$ cat src/rtl/pcGen.sv
`timescale 1ns/1ps

module pcGen #(
    parameter logic [31:0] resetPc = 32'hBFC00000
) (
    input  logic        clk,
    input  logic        rst,
    input  logic        stall,
    input  logic        redirect,
    input  logic [31:0] redirectPc,
    output logic [31:0] pcF2
);

    // redirect wins over stall, otherwise step one word
    always_ff @(posedge clk) begin
        if (rst) begin
            pcF2 <= resetPc;
        end else if (redirect) begin
            pcF2 <= redirectPc;
        end else if (!stall) begin
            pcF2 <= pcF2 + 32'd4;
        end
    end

endmodule

$ cat config.mk
export PLATFORM = sky130hd
export DESIGN_NAME = pcGen
export DESIGN_NICKNAME = d
export VERILOG_FILES = /design/src/rtl/pcGen.sv
export SDC_FILE = /design/constraint.sdc
export NUM_CORES = 1
export LEC_CHECK = 0
export ABC_AREA = 1
export BUFFER_PORTS_ARGS = -buffer_cell sky130_fd_sc_hd__buf_2
export CAP_MARGIN = 20
export CORE_MARGIN = 2
export CORE_UTILIZATION = 51
export CTS_CLUSTER_SIZE = 25
export DETAILED_ROUTE_END_ITERATION = 6
export GPL_TIMING_DRIVEN = 1
export PLACE_DENSITY_LB_ADDON = 0.2
export SLEW_MARGIN = 30
export SYNTH_ARGS = -nofsm -noshare
export SYNTH_HDL_FRONTEND = slang
export SYNTH_SLANG_ARGS = --single-unit
$ cat constraint.sdc
create_clock -name clk -period 1.59 [get_ports clk]
set_input_delay 0.318 -clock clk [delete_from_list [all_inputs] [get_ports clk]]
set_output_delay 0.318 -clock clk [all_outputs]
set_load 0.1 [all_outputs]
**Yosys cells after proc, flatten, opt, wreduce, memory -nomap -nowiden**

Index checks and enable logic that the tools add are counted.

- Bits in registers: 32
- Bits in latches: 0
- RAM bits: 0
- ROM bits: 0
- Logic and storage cells: 5
- Memories kept: 0

- Add/sub/neg operators: 1
- Multipliers: 0
- Divide/modulo/power cells: 0
- $lt $le $gt $ge: 0
- Eq/ne operators: 1
- Shifts and indexed selects: 0
- Muxes and demuxes: 2
- Bitwise gates (word level): 0
- Reduce and logical (&&, ||, !) cells: 0

Operator list:

| operator | count |
|---|---|
| $mux 32 | 2 |
| $add 32x3->32 const B | 1 |
| $ne 2x1->1 const B | 1 |

**Longest topological paths before layout**

Gate-level depths: netlist of the first run.

- Word-level depth: 3
- Gate-level depth with buffers: 9
- Mapped depth without buffers: 9

**Worst setup path after synthesis of the first run**

OpenSTA, ideal clock, no wires.

- Path kind: register to register
- Start point: register pcF2[3]
- End point: register pcF2[26]
- Arrival time: 2110 ps
- Setup slack: -643 ps
- Stages on the path, launching flop included: 9
- Period minus slack after synthesis: 2233 ps
- Cell sequence: dfxtp_1 ha_1 inv_1 nor2_2 nand2_2 nor3_4 nand3_1 nand3_1 nand2_1

- Longest elaborated chain between the ends: 3

Ends and longest elaborated chain:

| element | line | source |
|---|---|---|
| from (decl) | 11 | `output logic [31:0] pcF2` |
| from (signal assigned) | 17 | `pcF2 <= resetPc;` |
| from (signal assigned) | 19 | `pcF2 <= redirectPc;` |
| from (signal assigned) | 21 | `pcF2 <= pcF2 + 32'd4;` |
| $add 32x3->32 | 21 |  |
| $mux 32 | 20 | `end else if (!stall) begin` |
| $mux 32 | 18 | `end else if (redirect) begin` |

Every way passes these cells. The select of a mux whose other input is x is not followed.
A chain may end at the register's enable or synchronous reset.

**Worst setup path in the final report of the first run**

- Start point: register pcF2[2]
- End point: register pcF2[20]

Same word-level chain as after synthesis.

==> results.json, run 1 <==
{
  "outcome": "finished, final reports clean",
  "grt_max_degree": 20,
  "wirelength_mm": 6.559,
  "clk_pin_slew_ps": 70,
  "antenna_found_initial": 0,
  "r2r_start": "pcF2[2]",
  "placed_area_sq_um": 2604,
  "syn-instance-count": 336,
  "setup.worst_path.end": "pcF2[20]",
  "netlist.area_leader.share": 0.3035,
  "finalMaxSlewViolations": 0,
  "critical_path_arrival_ps": 1700,
  "synth-seq-cells": 32,
  "io_pins": 68,
  "first_iter_violations": 181,
  "synthDistinctLibCells": 28,
  "seqCellArea_sq_um": 714.4,
  "tightest_slew_ps": 490.8,
  "clockRootBuffer": "clkbuf_8",
  "hold_class": "primary input to register",
  "ys_warn_count": 0,
  "synth_top_cell_by_area": "dfxtp_1",
  "synth_ff_type": "dfxtp_1",
  "core_area_sq_um": 4000,
  "multi_input_area_sq_um": 1318,
  "synth_common_cells": "102 x nand2_1, 46 x nor2_1, 34 x inv_1",
  "grt_first_pass_wirelength_mm": 10.47,
  "routedWlPerCell_um": 14.26,
  "p_leak_nw": 1.186,
  "place_congestion": 0.9616,
  "regMostFlops": "pcF2",
  "ff2ff_path_depth": 8,
  "via_per_inst": 5.380,
  "clockBufferDepth": 2,
  "die_h_um": 68.34,
  "cellPowerDensity_nw_per_um2": 861.8,
  "ant_nets": 0,
  "drt-pass1-iter-count": 4,
  "cts_setup_buffers": 0,
  "h-tree-depth": 2,
  "end_kind": "register",
  "drive_gt1_frac": 0.3122,
  "cts_tree": "yes",
  "skew_ps": 4.985,
  "period_minus_slack_ps": 1526,
  "r2r_end": "pcF2[20]",
  "cts.sinks": 32,
  "slew_headroom": 0.6750,
  "setup_violations": 0,
  "largestRegisters": "pcF2 (32)",
  "path_class": "register to register",
  "synthesis.nets": 373,
  "first_global_vias": 2327,
  "numCtsBuffers": 5,
  "nets": 446,
  "hold_viol": 0,
  "vias": 2475,
  "clk_latency_ps": 280,
  "grt-ovfl-total": 0,
  "dpl.hpwl_mm": 4.959,
  "grt_usage": 0.3012,
  "drc": 0,
  "io_buffers": 67,
  "cts_hold_buf": 0,
  "ir_worst_vdd_mv": 0.5018,
  "asyncSetResetFlopFracSynth": 0,
  "yosysMostFrequentCell": "nand2_1",
  "max_freq_mhz": 655.2,
  "largest_reg_flops": 32,
  "cts_resized": 0,
  "synth_area_sq_um": 2111,
  "maxCapViolCount": 0,
  "fillers": 387,
  "p_total_mw": 2.333,
  "r2r_setup_slack_ps": 60,
  "dieArea_sq_um": 4670,
  "required_ps": 1760,
  "yosysSeqAreaShare": 0.3035,
  "avgSynthCellArea_sq_um": 6.282,
  "antenna_cells": 0,
  "syn_to_final_growth_pct": 28.28,
  "placementRows": 23,
  "finalCritPeriodShare": 0.9599,
  "synth_edf_count": 0,
  "rsz0062_at_grt": "true",
  "crit_start": "pcF2[2]",
  "critical_path_peak_fanout": 5,
  "synthTopCellsByArea": "dfxtp_1 30%, nand2_1 18%, nor2_1 8.2%",
  "stdcell_area_sq_um": 2708,
  "die_w_um": 68.34,
  "start_kind": "register",
  "initial_core_util": 0.5277
}
## worst min path at each step
stage	start	to	slack, ps	cells past startpoint
after floorplan	rst	pcF2[28]	420	2
after detailed placement	pcF2[0]	pcF2[0]	500	2
after global routing	redirectPc[24]	pcF2[24]	270	3
after global placement	pcF2[0]	pcF2[0]	490	2
after CTS	redirectPc[0]	pcF2[0]	260	3
final	redirectPc[0]	pcF2[0]	260	3
## cell usage in the layout (no fill, tap or decap), types with 2 or more instances in the layout
cell type	instances
nor2_1	45
inv_2	2
nor3_1	5
nor2_2	5
a21oi_2	2
xor2_1	7
buf_2	67
a21oi_1	16
inv_1	34
nand2_1	102
a221oi_1	10
nor2_4	4
nand2_2	3
dfxtp_2	14
a31oi_1	3
xnor2_1	6
nand4_1	6
dfxtp_1	3
clkbuf_8	6
dfxtp_4	15
a22o_1	2
buf_4	7
nand3b_1	3
nand3_1	16
o21ai_0	20
## critical path, stage by stage, from the launching register on
cell and delay (ps):
dfxtp_4 380, ha_4 150, inv_1 70, nor2_4 140, nand3_1 180, o21ai_0 240, nand2_1 80, a21oi_1 130
nor2_1 50
## per-stage QoR
stage / hold WS (ps) / TNS [ps] / std cells / utilization / worst slack [ps]
floorplan: 423.1 / 0 / 336 / - / 7.303
global placement: 489.5 / 0 / 451 / 0.6509 / 118.2
detailed placement: 495.8 / 0 / 451 / 0.6509 / 98.50
CTS: 262.4 / 0 / 459 / 0.6734 / 84.47
global route: 270.4 / -20.12 / 460 / 0.6769 / -16.89
finish: 262.4 / 0 / 460 / 0.6769 / 63.72
## layer usage
layer,GRT usage,share of wire
met5,0,0
met2,0.5267,0.48
met3,0.05592,0.066
met4,0.09750,0.0095
met1,0.3699,0.44
## cells by family after synthesis
| family | Yosys count | synth area share |
|---|---|---|
| AND/OR/NAND/NOR | 191 | 0.3972 |
| flip-flops | 32 | 0.3035 |
| XOR/XNOR | 13 | 0.05394 |
| AO/OA/AOI/OAI | 54 | 0.1547 |
| adder cells (fa/ha/maj) | 1 | 0.005927 |
| buffers and inverters | 45 | 0.08477 |
## cell type report
| cell class | instances | area share |
|---|---|---|
| inverter | 36 | 0.04991 |
| multi-input combinational | 260 | 0.4866 |
| sequential | 32 | 0.2639 |
| tap | 50 | 0.02311 |
| clock buffer | 7 | 0.03189 |
| timing repair buffer | 74 | 0.1433 |
| clock inverter | 1 | 0.001386 |
## report_power, final
part           total (mW)  internal, mW  switching [mW]
clock network       0.650         0.347           0.303
logic               0.751         0.162           0.589
registers           0.933         0.856          0.0767
total                2.33          1.37           0.968
(Power assumes the default switching activity.)
==> run 2, diff against run 1 <==
PLACE_DENSITY = 0.89   (was unset)
PLACE_DENSITY_LB_ADDON = unset   (was 0.2)
==> run 2 against run 1 <==
Clock power grew 18%. Largest cell class unchanged. First-iteration DRC count fell by 26%. Final area grew 0.28%. Global-route usage decreased by 1.1 points. Total power increased by 4.8%. Largest power group unchanged.
==> results.json, run 2 (synthesized netlist as in run 1, its figures left out) <==
{
  "outcome": "finished, final reports clean",
  "setup_slack_ps": 101.8,
  "initial_core_util": 0.5277,
  "dieArea_sq_um": 4670,
  "nets": 444,
  "dp_cells": 450,
  "drt-pass1-iter-count": 5,
  "regMostFlops": "pcF2",
  "instances_no_fill": 458,
  "finalCritPeriodShare": 0.9360,
  "maxCapViolCount": 0,
  "period_minus_slack_ps": 1488,
  "path_class": "register to output port",
  "worstHoldPathCells": 3,
  "h-tree-depth": 2,
  "p_comb_frac": 0.304,
  "place_congestion": 0.9036,
  "grt_first_pass_wirelength_mm": 10.17,
  "start_kind": "register",
  "numCtsBuffers": 5,
  "dpl.hpwl_mm": 4.793,
  "power_frac_clock": 0.314,
  "sw_frac_of_total": 0.3977,
  "p_total_mw": 2.444,
  "io_pins": 68,
  "clk_latency_ps": 290,
  "layout_commonest_cell": "nand2_1",
  "syn_to_final_growth_pct": 28.63,
  "vias": 2462,
  "cts.sinks": 32,
  "hold_class": "primary input to register",
  "drive_gt1_frac": 0.3113,
  "clockRootBuffer": "clkbuf_8",
  "first_global_vias": 2210,
  "critical_path_peak_fanout": 8,
  "slowest_delay_ps": 460,
  "p_seq_frac": 0.382,
  "p_sw_uw": 972.1,
  "die_w_um": 68.34,
  "placed_area_sq_um": 2596,
  "first_iter_violations": 134,
  "critPathSlowestCell": "buf_2",
  "setup_tns_ps": 0,
  "rsz0062_at_grt": "false",
  "cts_tree": "yes",
  "hold_viol": 0,
  "critical_path.cell_chain": "buf_2",
  "end_kind": "output port",
  "ir_worst_vdd_mv": 0.5532,
  "final_core_util": 0.6788,
  "internal_power_mw": 1.472,
  "largestRegisters": "pcF2 (32)",
  "ant_nets": 0,
  "antenna_cells": 0,
  "layout_common_cells": "102 x nand2_1, 67 x buf_2, 45 x nor2_1",
  "pre_cts_ws_ps": 109.6,
  "max_freq_mhz": 672.0,
  "finalMaxSlewViolations": 0,
  "p_leak_nw": 1.188,
  "cts_setup_buffers": 0,
  "hold-worst-slack_ps": 253.6,
  "clk_pin_slew_ps": 70,
  "critPathBufInv": 1,
  "setup_violations": 0,
  "skew_ps": 2.740,
  "core_area_sq_um": 4000,
  "wirelength_mm": 6.119,
  "io_buffers": 67,
  "grt_max_degree": 20,
  "tightest_slew_ps": 492.7,
  "drc": 0,
  "cp.depth": 1,
  "antenna_found_initial": 0,
  "cellPowerDensity_nw_per_um2": 900.3,
  "via_per_inst": 5.376,
  "required_ps": 1270,
  "largest_reg_flops": 32,
  "ff2ff_path_depth": 7,
  "grt-ovfl-total": 0,
  "cts_hold_buf": 0,
  "slew_headroom": 0.6738,
  "grt_usage": 0.2902,
  "placementRows": 23,
  "crit_family": "buffers and inverters",
  "stdcell_area_sq_um": 2715,
  "critical_path_arrival_ps": 1170,
  "die_h_um": 68.34,
  "routedWlPerCell_um": 13.36,
  "clockBufferDepth": 2
}
## run 2: area by class of cell
cell class | instances | area [sq um]
multi-input cells | 259 | 1316
flip-flops and latches | 32 | 714.4
clock inverters | 3 | 37.54
repair buffers | 73 | 380.4
fillers | 387 | 1285
inverters | 36 | 135.1
well taps | 50 | 62.56
clock buffers | 5 | 68.82
## run 2: worst paths after layout
path | start | to | slack (ps)
min reg2reg | pcF2[1] | pcF2[1] | 510
max | pcF2[22] | pcF2[22] | 100
max reg2reg | pcF2[2] | pcF2[15] | 140
min | redirectPc[0] | pcF2[0] | 250
## run 2: what timing repair did
item                                    in CTS  in global routing
resized for setup                            0                  3
hold endpoints to repair                     0                  0
endpoints found under the setup margin       0                  2
## run 2: power by group through the flow
stage	sequential (mW)	combinational (mW)	clock [mW]
finish	0.933	0.744	0.768
CTS	0.931	0.745	0.782
floorplan	1.33	0.194	0
detailed placement	0.949	0.743	0
global route	0.943	0.794	0.820
global placement	0.947	0.735	0
## run 2: routing by layer
layer  up-vias  track usage  routed length, um
met4         0      0.08500                 89
met5         -            0                  0
met1      1125       0.3574               2632
met2        91       0.5097               3029
li1       1236            -                  -
met3        10      0.05592                368
