$ cat config.mk
export PLATFORM = sky130hd
export DESIGN_NAME = fetchDecodeReg
export DESIGN_NICKNAME = d
export VERILOG_FILES = /design/src/rtl/mipsPkg.sv /design/src/rtl/fetchDecodeReg.sv
export SDC_FILE = /design/constraint.sdc
export NUM_CORES = 1
export LEC_CHECK = 0
export BUFFER_PORTS_ARGS = -buffer_cell sky130_fd_sc_hd__buf_2
export CORE_UTILIZATION = 25
export CTS_CLUSTER_DIAMETER = 150
export CTS_CLUSTER_SIZE = 12
export DETAILED_ROUTE_END_ITERATION = 12
export PLACE_DENSITY = 0.55
export SLEW_MARGIN = 0
export SYNTH_ARGS = -nofsm -noshare
export SYNTH_HDL_FRONTEND = slang
export SYNTH_SLANG_ARGS = --single-unit
$ cat constraint.sdc
create_clock -name clk -period 1.2 [get_ports clk]
set_input_delay 0.3 -clock clk [delete_from_list [all_inputs] [get_ports clk]]
set_output_delay 0.3 -clock clk [all_outputs]
set_load 0.005 [all_outputs]
$ cat src/rtl/mipsPkg.sv
package mipsPkg;

    typedef logic [31:0] instrT;

    // opcode field
    localparam int OP_MSB = 31;
    localparam int OP_LSB = 26;

    // REGIMM branch selector lives in the rt field
    localparam int REGIMM_SEL_MSB = 19;
    localparam int REGIMM_SEL_LSB = 17;

    localparam logic [5:0] OP_REGIMM = 6'b000001;

    // beq, bne, blez, bgtz share this opcode prefix
    localparam logic [3:0] OP_BRANCH_HI = 4'b0001;

    function automatic logic isBranch(instrT instr);
        logic [2:0] regimmSel;
        logic regimmBranch;
        logic groupBranch;
        regimmSel = instr[REGIMM_SEL_MSB:REGIMM_SEL_LSB];
        // 000 is bltz/bgez and links, 001 the likely forms
        regimmBranch = (instr[OP_MSB:OP_LSB] == OP_REGIMM) &&
                       (regimmSel == 3'b000 || regimmSel == 3'b001);
        groupBranch = (instr[OP_MSB:OP_MSB-3] == OP_BRANCH_HI);
        return regimmBranch || groupBranch;
    endfunction

endpackage

$ cat src/rtl/fetchDecodeReg.sv
`timescale 1ns/1ps

module fetchDecodeReg (
    input  logic           clk,
    input  logic           rst,
    input  logic           stall,
    input  logic           flush,
    input  logic [31:0]    pcF2,
    input  mipsPkg::instrT instrF2,
    output logic           validD,
    output logic [31:0]    pcD,
    output mipsPkg::instrT instrD
);

    // valid bit keeps flushed slots from looking like branches
    always_ff @(posedge clk) begin
        if (rst || flush) begin
            validD <= 1'b0;
        end else if (!stall) begin
            validD <= 1'b1;
        end
    end

    // cleared too, so an empty slot decodes as a plain zero word
    always_ff @(posedge clk) begin
        if (rst || flush) begin
            pcD    <= '0;
            instrD <= '0;
        end else if (!stall) begin
            pcD    <= pcF2;
            instrD <= instrF2;
        end
    end

endmodule

# [Yosys cells after proc, flatten, opt, wreduce, memory -nomap -nowiden]
# Index checks and enable logic that the tools add are counted.
[totals] regBits=65 input_bits=68 wordCells=4 out_inout_bits=65
[op_classes] reduce_logical=1
[op_table] cell="logical OR 1 bit" n=1

# [Depth between registers and ports, before layout]
# Gate-level depths: netlist of the first run.
[logic_depth] word_depth=1 depth_mapped=4 mapped_depth_nobuf=2

# [Least setup slack after synthesis of the first run]
# Ideal clock, no wire load.
[synth_path] kind="in2reg" start="in stall" end="reg instrD[11]" arrival_ps=866 setup_ps=117 path_slack_ps=217 required_time_ps=1083 path_stages=4 path_buffers=2 path_cell_list="buf_4 > buf_6 > mux2i_1 > nor2_1"
[synth_rtl] item="start, declared" line_no="fetchDecodeReg.sv:6" text="input logic stall,"
[synth_rtl] item="end signal, assigned" line_no="fetchDecodeReg.sv:31" text="instrD <= instrF2;"
[synth_rtl] item="end, declared" line_no="fetchDecodeReg.sv:12" text="output mipsPkg::instrT instrD"

# [Worst setup path in the final report of the first run]
[layout_path] start="reg instrD[20]" end="out instrD[20]"
# No word-level cell between the ends.

==> summary.md, run 1 <==
| Metric | Value |
|---|---|
| Status | `complete, but fails checks` |
| Failing checks | `DRC` |
| Worst-Skew Late Latency | `0.33 ns` |
| CTS H-tree lvls | `3` |
| Delay-heaviest family, CP | `flip-flops` |
| Syn nets | `between 200 and 300` |
| Register area share after synthesis | `approximately 56%` |
| FP Rows | `34` |
| Worst-path clk slew | `0.07 ns` |
| Maximum vdd drop | `0.000441 V` |
| Hold_buf cts | `0` |
| Worst-Margin Slew | `0.159 ns` |
| Final ANT Viol Nets | `0` |
| GR Overflow Total | `0` |
| Crit path buffers/inverters | `1` |
| Pwr Density | `approximately 1300 mW/mm²` |
| Final Power | `4.24 mW` |
| Core area | `slightly below 0.009 mm²` |
| Max cap viols | `0` |
| Pins Over Slew Limit | `0` |
| DR vias/cell | `4.18` |
| CP cell instances | `buf_2` |
| Synth top area cells | `dfxtp_1, mux2i_1, nor2_1` |
| Post-CTS setup buffer count | `0` |
| Library cells used by synthesis | `10` |
| Most common cell after layout, fill and taps aside | `buf_2` |
| Critical Path AT | `around 0.8 ns` |
| CP max stage delay | `0.35 ns` |
| Most frequent cells in the layout | `buf_2, dfxtp_1, mux2i_1, nor2_1, clkbuf_8` |
| Crit path launch type | `register` |
| Die width | `98.0 µm` |
| Largest net degree at the start of global routing | `just over 40` |
| # setup viols final | `0` |
| Post-synth top area cell | `dfxtp_1` |
| 1st-iter DRT viols | `36` |
| Final Hold Vio Count | `0` |
| Post-Synthesis Cells | `210` |
| Clock buffer depth | `2` |
| DR DRC count | `8` |
| DP Area | `roughly 0.0031 mm²` |
| Total track usage | `a little over a tenth` |
| Clock skew | `0 ns` |
| Fin area | `approximately 0.0033 mm²` |
| Crit Path Class | `register to primary output` |
| Initial antenna violation count | `0` |
| CP Capture Type | `primary output` |
| Min Tclk post-route | `1.10 ns` |
| Vias in the first global route | `1819` |
| Layout cells sized above 1 | `between 40% and 50%` |
| WHS | `0.197 ns` |
| Syn-to-layout area delta | `41.0%` |
| DRT Pass-1 Iters | `8` |
| # IOs | `around 130` |
| Worst Path Max Fanout | `2` |
| Fin Setup TNS | `0 ns` |
| Die Height | `98.0 µm` |
| Slew margin rel. | `89.1%` |
| CTS tree | `yes` |
| Syn Area/Cell | `11.0 µm²` |
| TritonCTS Buffers | `9` |
| Core Util, Final | `between 30% and 40%` |
| WP data required | `0.90 ns` |
| First-pass GRT wire length | `8310 µm` |
| Vias | `1910` |
| Seq cells post-synth | `65` |
| Slowest-stage cell, CP | `dfxtp_1` |
| DRT Wirelength | `5110 µm` |
| RSZ-0062 raised after global routing | `no` |
| PostCTS Resize Cnt | `0` |
| Root Buffer | `clkbuf_8` |
| Synth Cell Area | `0.00231 mm²` |
| Yosys warns | `0` |
| Worst Hold Class | `input port to register` |
| PortBufs | `132` |
| Clock sinks | `65` |
| Leak | `roughly 1.7 nW` |
| DP Wirelength | `approximately 3700 µm` |
| Die area | `0.00961 mm²` |
| Final Cycle Share | `91.8%` |
| Nets | `412` |
| Routability-driven placement congestion ratio | `0.652` |
| Diode count | `0` |
| Number of fill cells | `898` |
| Initial Util | `26.2%` |
| WL per Instance | `11.2 µm` |
| Synth top area share | `56.4%` |
| Max Clk Rate | `908 MHz` |
registers in the layout, indices dropped and copies added (netlist names):
name and count:
validD 1, instrD 32, pcD 32
final timing paths:
check | start | endpoint | slack, ns | depth (start not counted)
max reg2reg | instrD[29] | instrD[29] | 0.56 | 2
max | instrD[20] | instrD[20] | 0.1 | 1
min | instrF2[15] | instrD[15] | 0.20 | 3
min reg2reg | validD | validD | 0.44 | 2
cells in the mapped netlist:
library cell	count
a21oi_1	1
nor2_1	64
clkbuf_1	1
mux2i_1	64
buf_2	6
dfxtp_1	65
buf_6	6
inv_1	1
buf_4	1
or2_1	1
power breakdown:
group          internal, mW  switching [mW]
clock                 0.737           0.774
combinational         0.261           0.208
sequential             2.23          0.0336
cell families after synthesis:
| group | count (synthesis) | share of synthesized area, % |
|---|---|---|
| DFF | 65 | 56.4 |
| and+or+nand+nor | 65 | 10.7 |
| muxes | 64 | 27.8 |
| buffers and inverters | 15 | 4.88 |
| AOI/OAI and AO/OA | 1 | 0.217 |
per-stage QoR:
step,instances,worst slack [ns]
global route,457,0.0431
CTS,457,0.0619
floorplan,210,0.217
global placement,441,0.0948
finish,457,0.0983
detailed placement,441,0.0618
tightest hold or removal path, delay by kind of cell:
family,cells,cell delay (ns)
buf+inv,1,0.07
mux,1,0.05
simple gates,1,0.07
final cells by class:
type	instances	area, µm²	area share (%)
sequential	65	1300	40.0
timing repair buffer	137	763	23.5
multi-input combinational	130	892	27.4
inverter	1	3.75	0.115
tap	108	135	4.16
clock buffer	12	135	4.16
clock inverter	4	20.0	0.616
layer usage:
metal,global-route usage [%],up-vias,wire (µm)
met2,17.2,81,2230
met4,6.64,0,101
met1,12.7,863,2330
li1,-,956,-
met5,0,-,0
met3,3.94,10,446
No activity file was read; power rests on OpenSTA's default activity.
==> inputs of run 2 (changes only) <==
- ABC_AREA: unset -> 1
- BUFFER_PORTS_ARGS: -buffer_cell sky130_fd_sc_hd__buf_2 -> -buffer_cell sky130_fd_sc_hd__buf_4
- PLACE_DENSITY: 0.55 -> 0.53
==> run 2 against run 1 <==
Compared with the run above: via count increased by 35%; sequential power is 2% higher; sequential cell count unchanged; clock power grew 30%; clock skew stayed put; hold slack got worse by 0.020 ns; the flow now finishes without violations; first-iteration DRC count increased to 2.9 times the previous value; global-route usage increased by 1.0 points; cell area up 24%; critical path depth unchanged; area after synthesis increased by 15%; highest routed layer unchanged; cell count increased by 49%.
==> summary.md, run 2 <==
| Metric | Value |
|---|---|
| P_int | `3.76 mW` |
| Most frequent cells in the layout | `buf_4, nor2_1, nand2_1, inv_1, dfxtp_1` |
| WP data required | `0.90 ns` |
| WL per Instance | `9.36 µm` |
| Clock skew | `0 ns` |
| CTS tree | `yes` |
| Final Hold Vio Count | `0` |
| R2r setup slk | `~0.57 ns` |
| Final ANT Viol Nets | `0` |
| Maximum vdd drop | `0.000480 V` |
| CP Capture Type | `primary output` |
| Largest net degree at the start of global routing | `51` |
| Die area | `0.0111 mm²` |
| DRT Wirelength | `6350 µm` |
| Seq cells post-synth | `65` |
| Layout cells sized above 1 | `between 20% and 30%` |
| Root Buffer | `clkbuf_8` |
| Library cells used by synthesis | `8` |
| Main flop type after synthesis | `dfxtp_1` |
| DP Wirelength | `4610 µm` |
| Final Cycle Share | `92.2%` |
| Initial Util | `~26%` |
| Post-synth top area cell | `dfxtp_1` |
| Crit path buffers/inverters | `1` |
| Post-synth top cells | `nor2_1, nand2_1, dfxtp_1, inv_1, buf_2` |
| Core area | `a little over 0.01 mm²` |
| Clock buffer depth | `2` |
| Switch share | `24.0%` |
| DR DRC count | `0` |
| Syn Area/Cell | `6.50 µm²` |
| CTS H-tree lvls | `3` |
| Largest registers | `instrD (32), pcD (32), validD (1)` |
| PortBufs | `132` |
| Synth top area share | `48.9%` |
| Die width | `105 µm` |
| Synth top area cells | `dfxtp_1, nor2_1, nand2_1` |
| Worst-Margin Slew | `0.209 ns` |
| 1st-iter DRT viols | `105` |
| Pins Over Slew Limit | `0` |
| Initial antenna violation count | `0` |
| Total track usage | `between 10% and 20%` |
| Async SR Flop Fraction | `0%` |
| TritonCTS Buffers | `9` |
| Vias | `2582` |
| EDFF count, synth | `0` |
| Max Clk Rate | `904 MHz` |
| R2R depth | `4` |
| Status | `finished clean` |
| Crit Path Class | `register to primary output` |
| Synth Cell Area | `0.00266 mm²` |
| Die Height | `~110 µm` |
| Register area share after synthesis | `approximately half` |
| Yosys warns | `0` |
| CP max stage delay | `0.35 ns` |
| Post-Synthesis Cells | `409` |
| Most frequent cell after synthesis | `nor2_1` |
| FP Rows | `37` |
| Slew margin rel. | `86.0%` |
| RSZ-0062 raised after global routing | `no` |
| Post-CTS setup buffer count | `0` |
| Max cap viols | `0` |
| # IOs | `133` |
| Nets | `606` |
| Reg-to-reg endpoint | `pcD[17]` |
| Worst Path Max Fanout | `2` |
| GR Overflow Total | `0` |
| Crit path launch type | `register` |
| Hold Path Sink | `pcD[20]` |
| Pwr Density | `1230 mW/mm²` |
| Critical Path AT | `0.81 ns` |
| Routability-driven placement congestion ratio | `0.678` |
| CP cell instances | `buf_4` |
| Most common cell after layout, fill and taps aside | `buf_4` |
| DRT Pass-1 Iters | `5` |
| Hold_buf cts | `0` |
| Delay-heaviest family, CP | `flip-flops` |
| Clk pwr share | `about two fifths` |
| DR vias/cell | `~3.8` |
| Worst Hold Class | `input port to register` |
| Worst hold stages | `3` |
| Reg-to-reg startpoint | `pcD[17]` |
| DP Area | `between 0.003 and 0.004 mm²` |
| Slowest-stage cell, CP | `dfxtp_1` |
| Fin Setup TNS | `0 ns` |
| Vias in the first global route | `approximately 2400` |
| Clock sinks | `65` |
| Min Tclk post-route | `approximately 1.1 ns` |
| Combinational fraction of design power | `13.7%` |
| Sw Pwr | `1.19 mW` |
| Core Util, Final | `38.9%` |
| PostCTS Resize Cnt | `0` |
| # setup viols final | `0` |
| Syn nets | `477` |
| Fin area | `around 0.004 mm²` |
| Worst-path clk slew | `0.07 ns` |
| Diode count | `0` |
| Leak | `2.08 nW` |
| Power share of the sequential group | `46.5%` |
| HP Start | `pcF2[20]` |
| Syn-to-layout area delta | `51.1%` |
| First-pass GRT wire length | `10600 µm` |
| Worst-Skew Late Latency | `0.33 ns` |
-- run 2: cell types whose count changed after synthesis, sizes merged, moves of 8 or more --
| cell | delta |
|---|---|
| nand2 | +128 |
| inv | +64 |
| mux2i | -64 |
| nor2 | +65 |
| buf | +8 |
-- run 2: per-stage QoR --
stage	hold slack, ns	setup slack, ns	std cells	power [mW]
after floorplan	0.429	0.312	409	2.66
final	0.177	0.0936	679	4.95
after global routing	0.155	0.0480	679	5.24
after detailed placement	0.471	0.119	663	3.04
after CTS	0.153	0.0635	679	5.06
after global placement	0.451	0.153	663	3.03
-- run 2: worst max path at each step --
stage          startpoint          to  depth (start not counted)  slack, ns
3_3_place_gp        flush     pcD[29]                          5       0.15
3_5_place_dp        flush     pcD[19]                          5       0.12
4_1_cts        instrD[13]  instrD[13]                          1       0.06
6_report          pcD[17]     pcD[17]                          1       0.09
2_1_floorplan       flush  instrD[10]                          5       0.31
5_1_grt        instrD[13]  instrD[13]                          1       0.05
-- run 2: kinds of logic after synthesis --
| logic type | Yosys count | share of synthesized area [%] |
|---|---|---|
| AO/OA/AOI/OAI | 1 | 0.282 |
| buffers and inverters | 86 | 14.5 |
| flip-flops | 65 | 48.9 |
| AND/OR/NAND/NOR | 257 | 36.3 |
-- run 2: final cells by class --
class,instances,area [µm²]
clock buffer,12,165
clock inverter,4,50.0
fill,1102,6310
inverter,65,244
multi-input combinational,258,980
sequential,65,1300
tap,136,170
timing repair buffer,139,1110
-- run 2: power by group through the flow --
| stage | combinational [mW] | sequential, mW | clock (mW) |
|---|---|---|---|
| 2_1_floorplan | 0.308 | 2.35 | 0 |
| 3_3_place_gp | 0.684 | 2.35 | 0 |
| 3_5_place_dp | 0.690 | 2.35 | 0 |
| 4_1_cts | 0.692 | 2.30 | 2.06 |
| 5_1_grt | 0.775 | 2.31 | 2.15 |
| 6_report | 0.679 | 2.30 | 1.97 |
-- run 2: layer usage --
metal | vias up | share of wire [%] | global-route usage [%]
met1 | 1086 | 46 | 14.3
met4 | 0 | 1.6 | 5.73
met3 | 11 | 8.2 | 3.93
met5 | - | 0 | 0
li1 | 1405 | - | -
met2 | 80 | 45 | 19.4
==> inputs of run 3 (changes only) <==
- CELL_PAD_IN_SITES_DETAIL_PLACEMENT: unset -> 1
- CELL_PAD_IN_SITES_GLOBAL_PLACEMENT: unset -> 1
- PLACE_DENSITY: 0.53 -> 0.72
==> run 3 against run 2 <==
Compared with the run above: setup slack worse by 0.014 ns; non-clock buffer count grew 2; global-route usage up 1.8 points; sequential power barely moved; core utilization down 0.38 points; power down 5.6%; via count grew 5.8%; highest routed layer unchanged.
==> summary.md, run 3 (synthesized netlist as in run 2, its figures left out) <==
| Metric | Value |
|---|---|
| Status | `finished clean` |
| Total track usage | `13.8%` |
| Delay-heaviest family, CP | `flip-flops` |
| Cell count along the critical path | `1` |
| Final Power | `4.67 mW` |
| Most common cell after layout, fill and taps aside | `buf_4` |
| CP Capture Type | `primary output` |
| Nets | `608` |
| Worst Hold Class | `input port to register` |
| Post-CTS setup buffer count | `0` |
| GR Overflow Total | `0` |
| FP Rows | `37` |
| Vias | `2733` |
| DP Wirelength | `5430 µm` |
| R2R depth | `4` |
| WP data required | `0.90 ns` |
| Slowest-stage cell, CP | `dfxtp_1` |
| Vias in the first global route | `2741` |
| Pwr Density | `1170 mW/mm²` |
| Initial antenna violation count | `0` |
| Maximum vdd drop | `0.000471 V` |
| DRT Pass-1 Iters | `3` |
| Clock buffer depth | `2` |
| CTS H-tree lvls | `3` |
| Slew margin rel. | `88.0%` |
| Max Clk Rate | `892 MHz` |
| WL per Instance | `10.6 µm` |
| Critical Path AT | `0.82 ns` |
| P_int | `3.49 mW` |
| Initial Util | `between 20% and 30%` |
| RSZ-0062 raised after global routing | `no` |
| Root Buffer | `clkbuf_8` |
| CP max stage delay | `around 0.36 ns` |
| 1st-iter DRT viols | `45` |
| Diode count | `0` |
| Crit path launch type | `register` |
| # IOs | `133` |
| Worst-path clk slew | `0.07 ns` |
| Fin area | `0.00398 mm²` |
| CP startpoint | `pcD[29]` |
| Clock sinks | `65` |
| Worst Path Max Fanout | `2` |
| Combinational fraction of design power | `between 10 and 15%` |
| Final ANT Viol Nets | `0` |
| PortBufs | `132` |
| DRT Wirelength | `7240 µm` |
| Hold_buf cts | `0` |
| Sw Pwr | `1.18 mW` |
| Largest registers | `instrD (32), pcD (32), validD (1)` |
| DP Area | `0.00380 mm²` |
| # setup viols final | `0` |
| TritonCTS Buffers | `9` |
| Most frequent cells in the layout | `buf_4, nor2_1, nand2_1, inv_1, dfxtp_1` |
| Reg-to-reg endpoint | `pcD[26]` |
| Final Cycle Share | `93.4%` |
| CP cell instances | `buf_4` |
| Power share of the sequential group | `49.2%` |
| Worst-Margin Slew | `0.180 ns` |
| Crit Path Class | `register to primary output` |
| Reg-to-reg startpoint | `pcD[26]` |
| Layout cells sized above 1 | `28.6%` |
| Min Tclk post-route | `1.12 ns` |
| Worst Setup EP | `pcD[29]` |
| Largest net degree at the start of global routing | `41` |
| Max cap viols | `0` |
| Die width | `105 µm` |
| Die area | `0.0111 mm²` |
| CTS tree | `yes` |
| Core area | `approximately 0.010 mm²` |
| Core Util, Final | `38.5%` |
| Leak | `2.08 nW` |
| First-pass GRT wire length | `11900 µm` |
| Clock skew | `0 ns` |
| Worst-Skew Late Latency | `0.33 ns` |
| Fin Setup TNS | `0 ns` |
| Switch share | `around a quarter` |
| PostCTS Resize Cnt | `0` |
| DR DRC count | `0` |
| WHS | `0.176 ns` |
| DR vias/cell | `4.01` |
| Final Hold Vio Count | `0` |
| Clk pwr share | `35.9%` |
| R2r setup slk | `0.54 ns` |
| Pins Over Slew Limit | `0` |
| Syn-to-layout area delta | `49.6%` |
| Crit path buffers/inverters | `1` |
| Die Height | `105 µm` |
| Routability-driven placement congestion ratio | `0.680` |
run 3: cell types whose count changed in the layout (fill, tap and decap cells not counted):
cell and delta:
buf_12 -1, buf_4 +3, clkbuf_8 -1, clkinvlp_4 -2, clkbuf_1 +2, bufinv_16 -1
clkinv_2 +2
run 3: power by group through the flow:
stage | combinational (mW) | sequential, mW | clock (mW)
after floorplan | 0.308 | 2.35 | 0
after global placement | 0.685 | 2.35 | 0
after detailed placement | 0.709 | 2.35 | 0
after CTS | 0.712 | 2.30 | 1.78
after global routing | 0.781 | 2.31 | 1.88
final | 0.692 | 2.30 | 1.68
run 3: layout make-up:
class | instances | area [µm²]
fillers | 1337 | 6350
clock inverters | 3 | 15.0
inverters | 65 | 244
clock buffers | 13 | 159
well taps | 136 | 170
flip-flops and latches | 65 | 1300
multi-input cells | 258 | 980
repair buffers | 141 | 1110
run 3: worst min-delay path by stage:
stage,from,to,slack [ns],depth (start not counted)
after floorplan,instrF2[0],instrD[0],0.43,2
after global placement,validD,validD,0.46,1
after detailed placement,validD,validD,0.46,1
after CTS,instrF2[0],instrD[0],0.15,3
after global routing,pcF2[11],pcD[11],0.16,3
final,instrF2[17],instrD[17],0.18,3
run 3: layer usage:
layer | up-vias | share of wire, % | GRT usage, % | wire length, µm
met5 | - | 0 | 0 | 0
met4 | 0 | 2.4 | 8.55 | 176
met3 | 11 | 5.5 | 3.24 | 400
met2 | 75 | 49 | 24.4 | 3550
met1 | 1236 | 43 | 14.8 | 3110
li1 | 1411 | - | - | -
run 3: stage by stage:
step	std cells	setup slack [ns]
after CTS	681	0.0535
after global routing	681	0.0166
final	681	0.0793
after floorplan	409	0.312
after detailed placement	665	0.129
after global placement	665	0.148
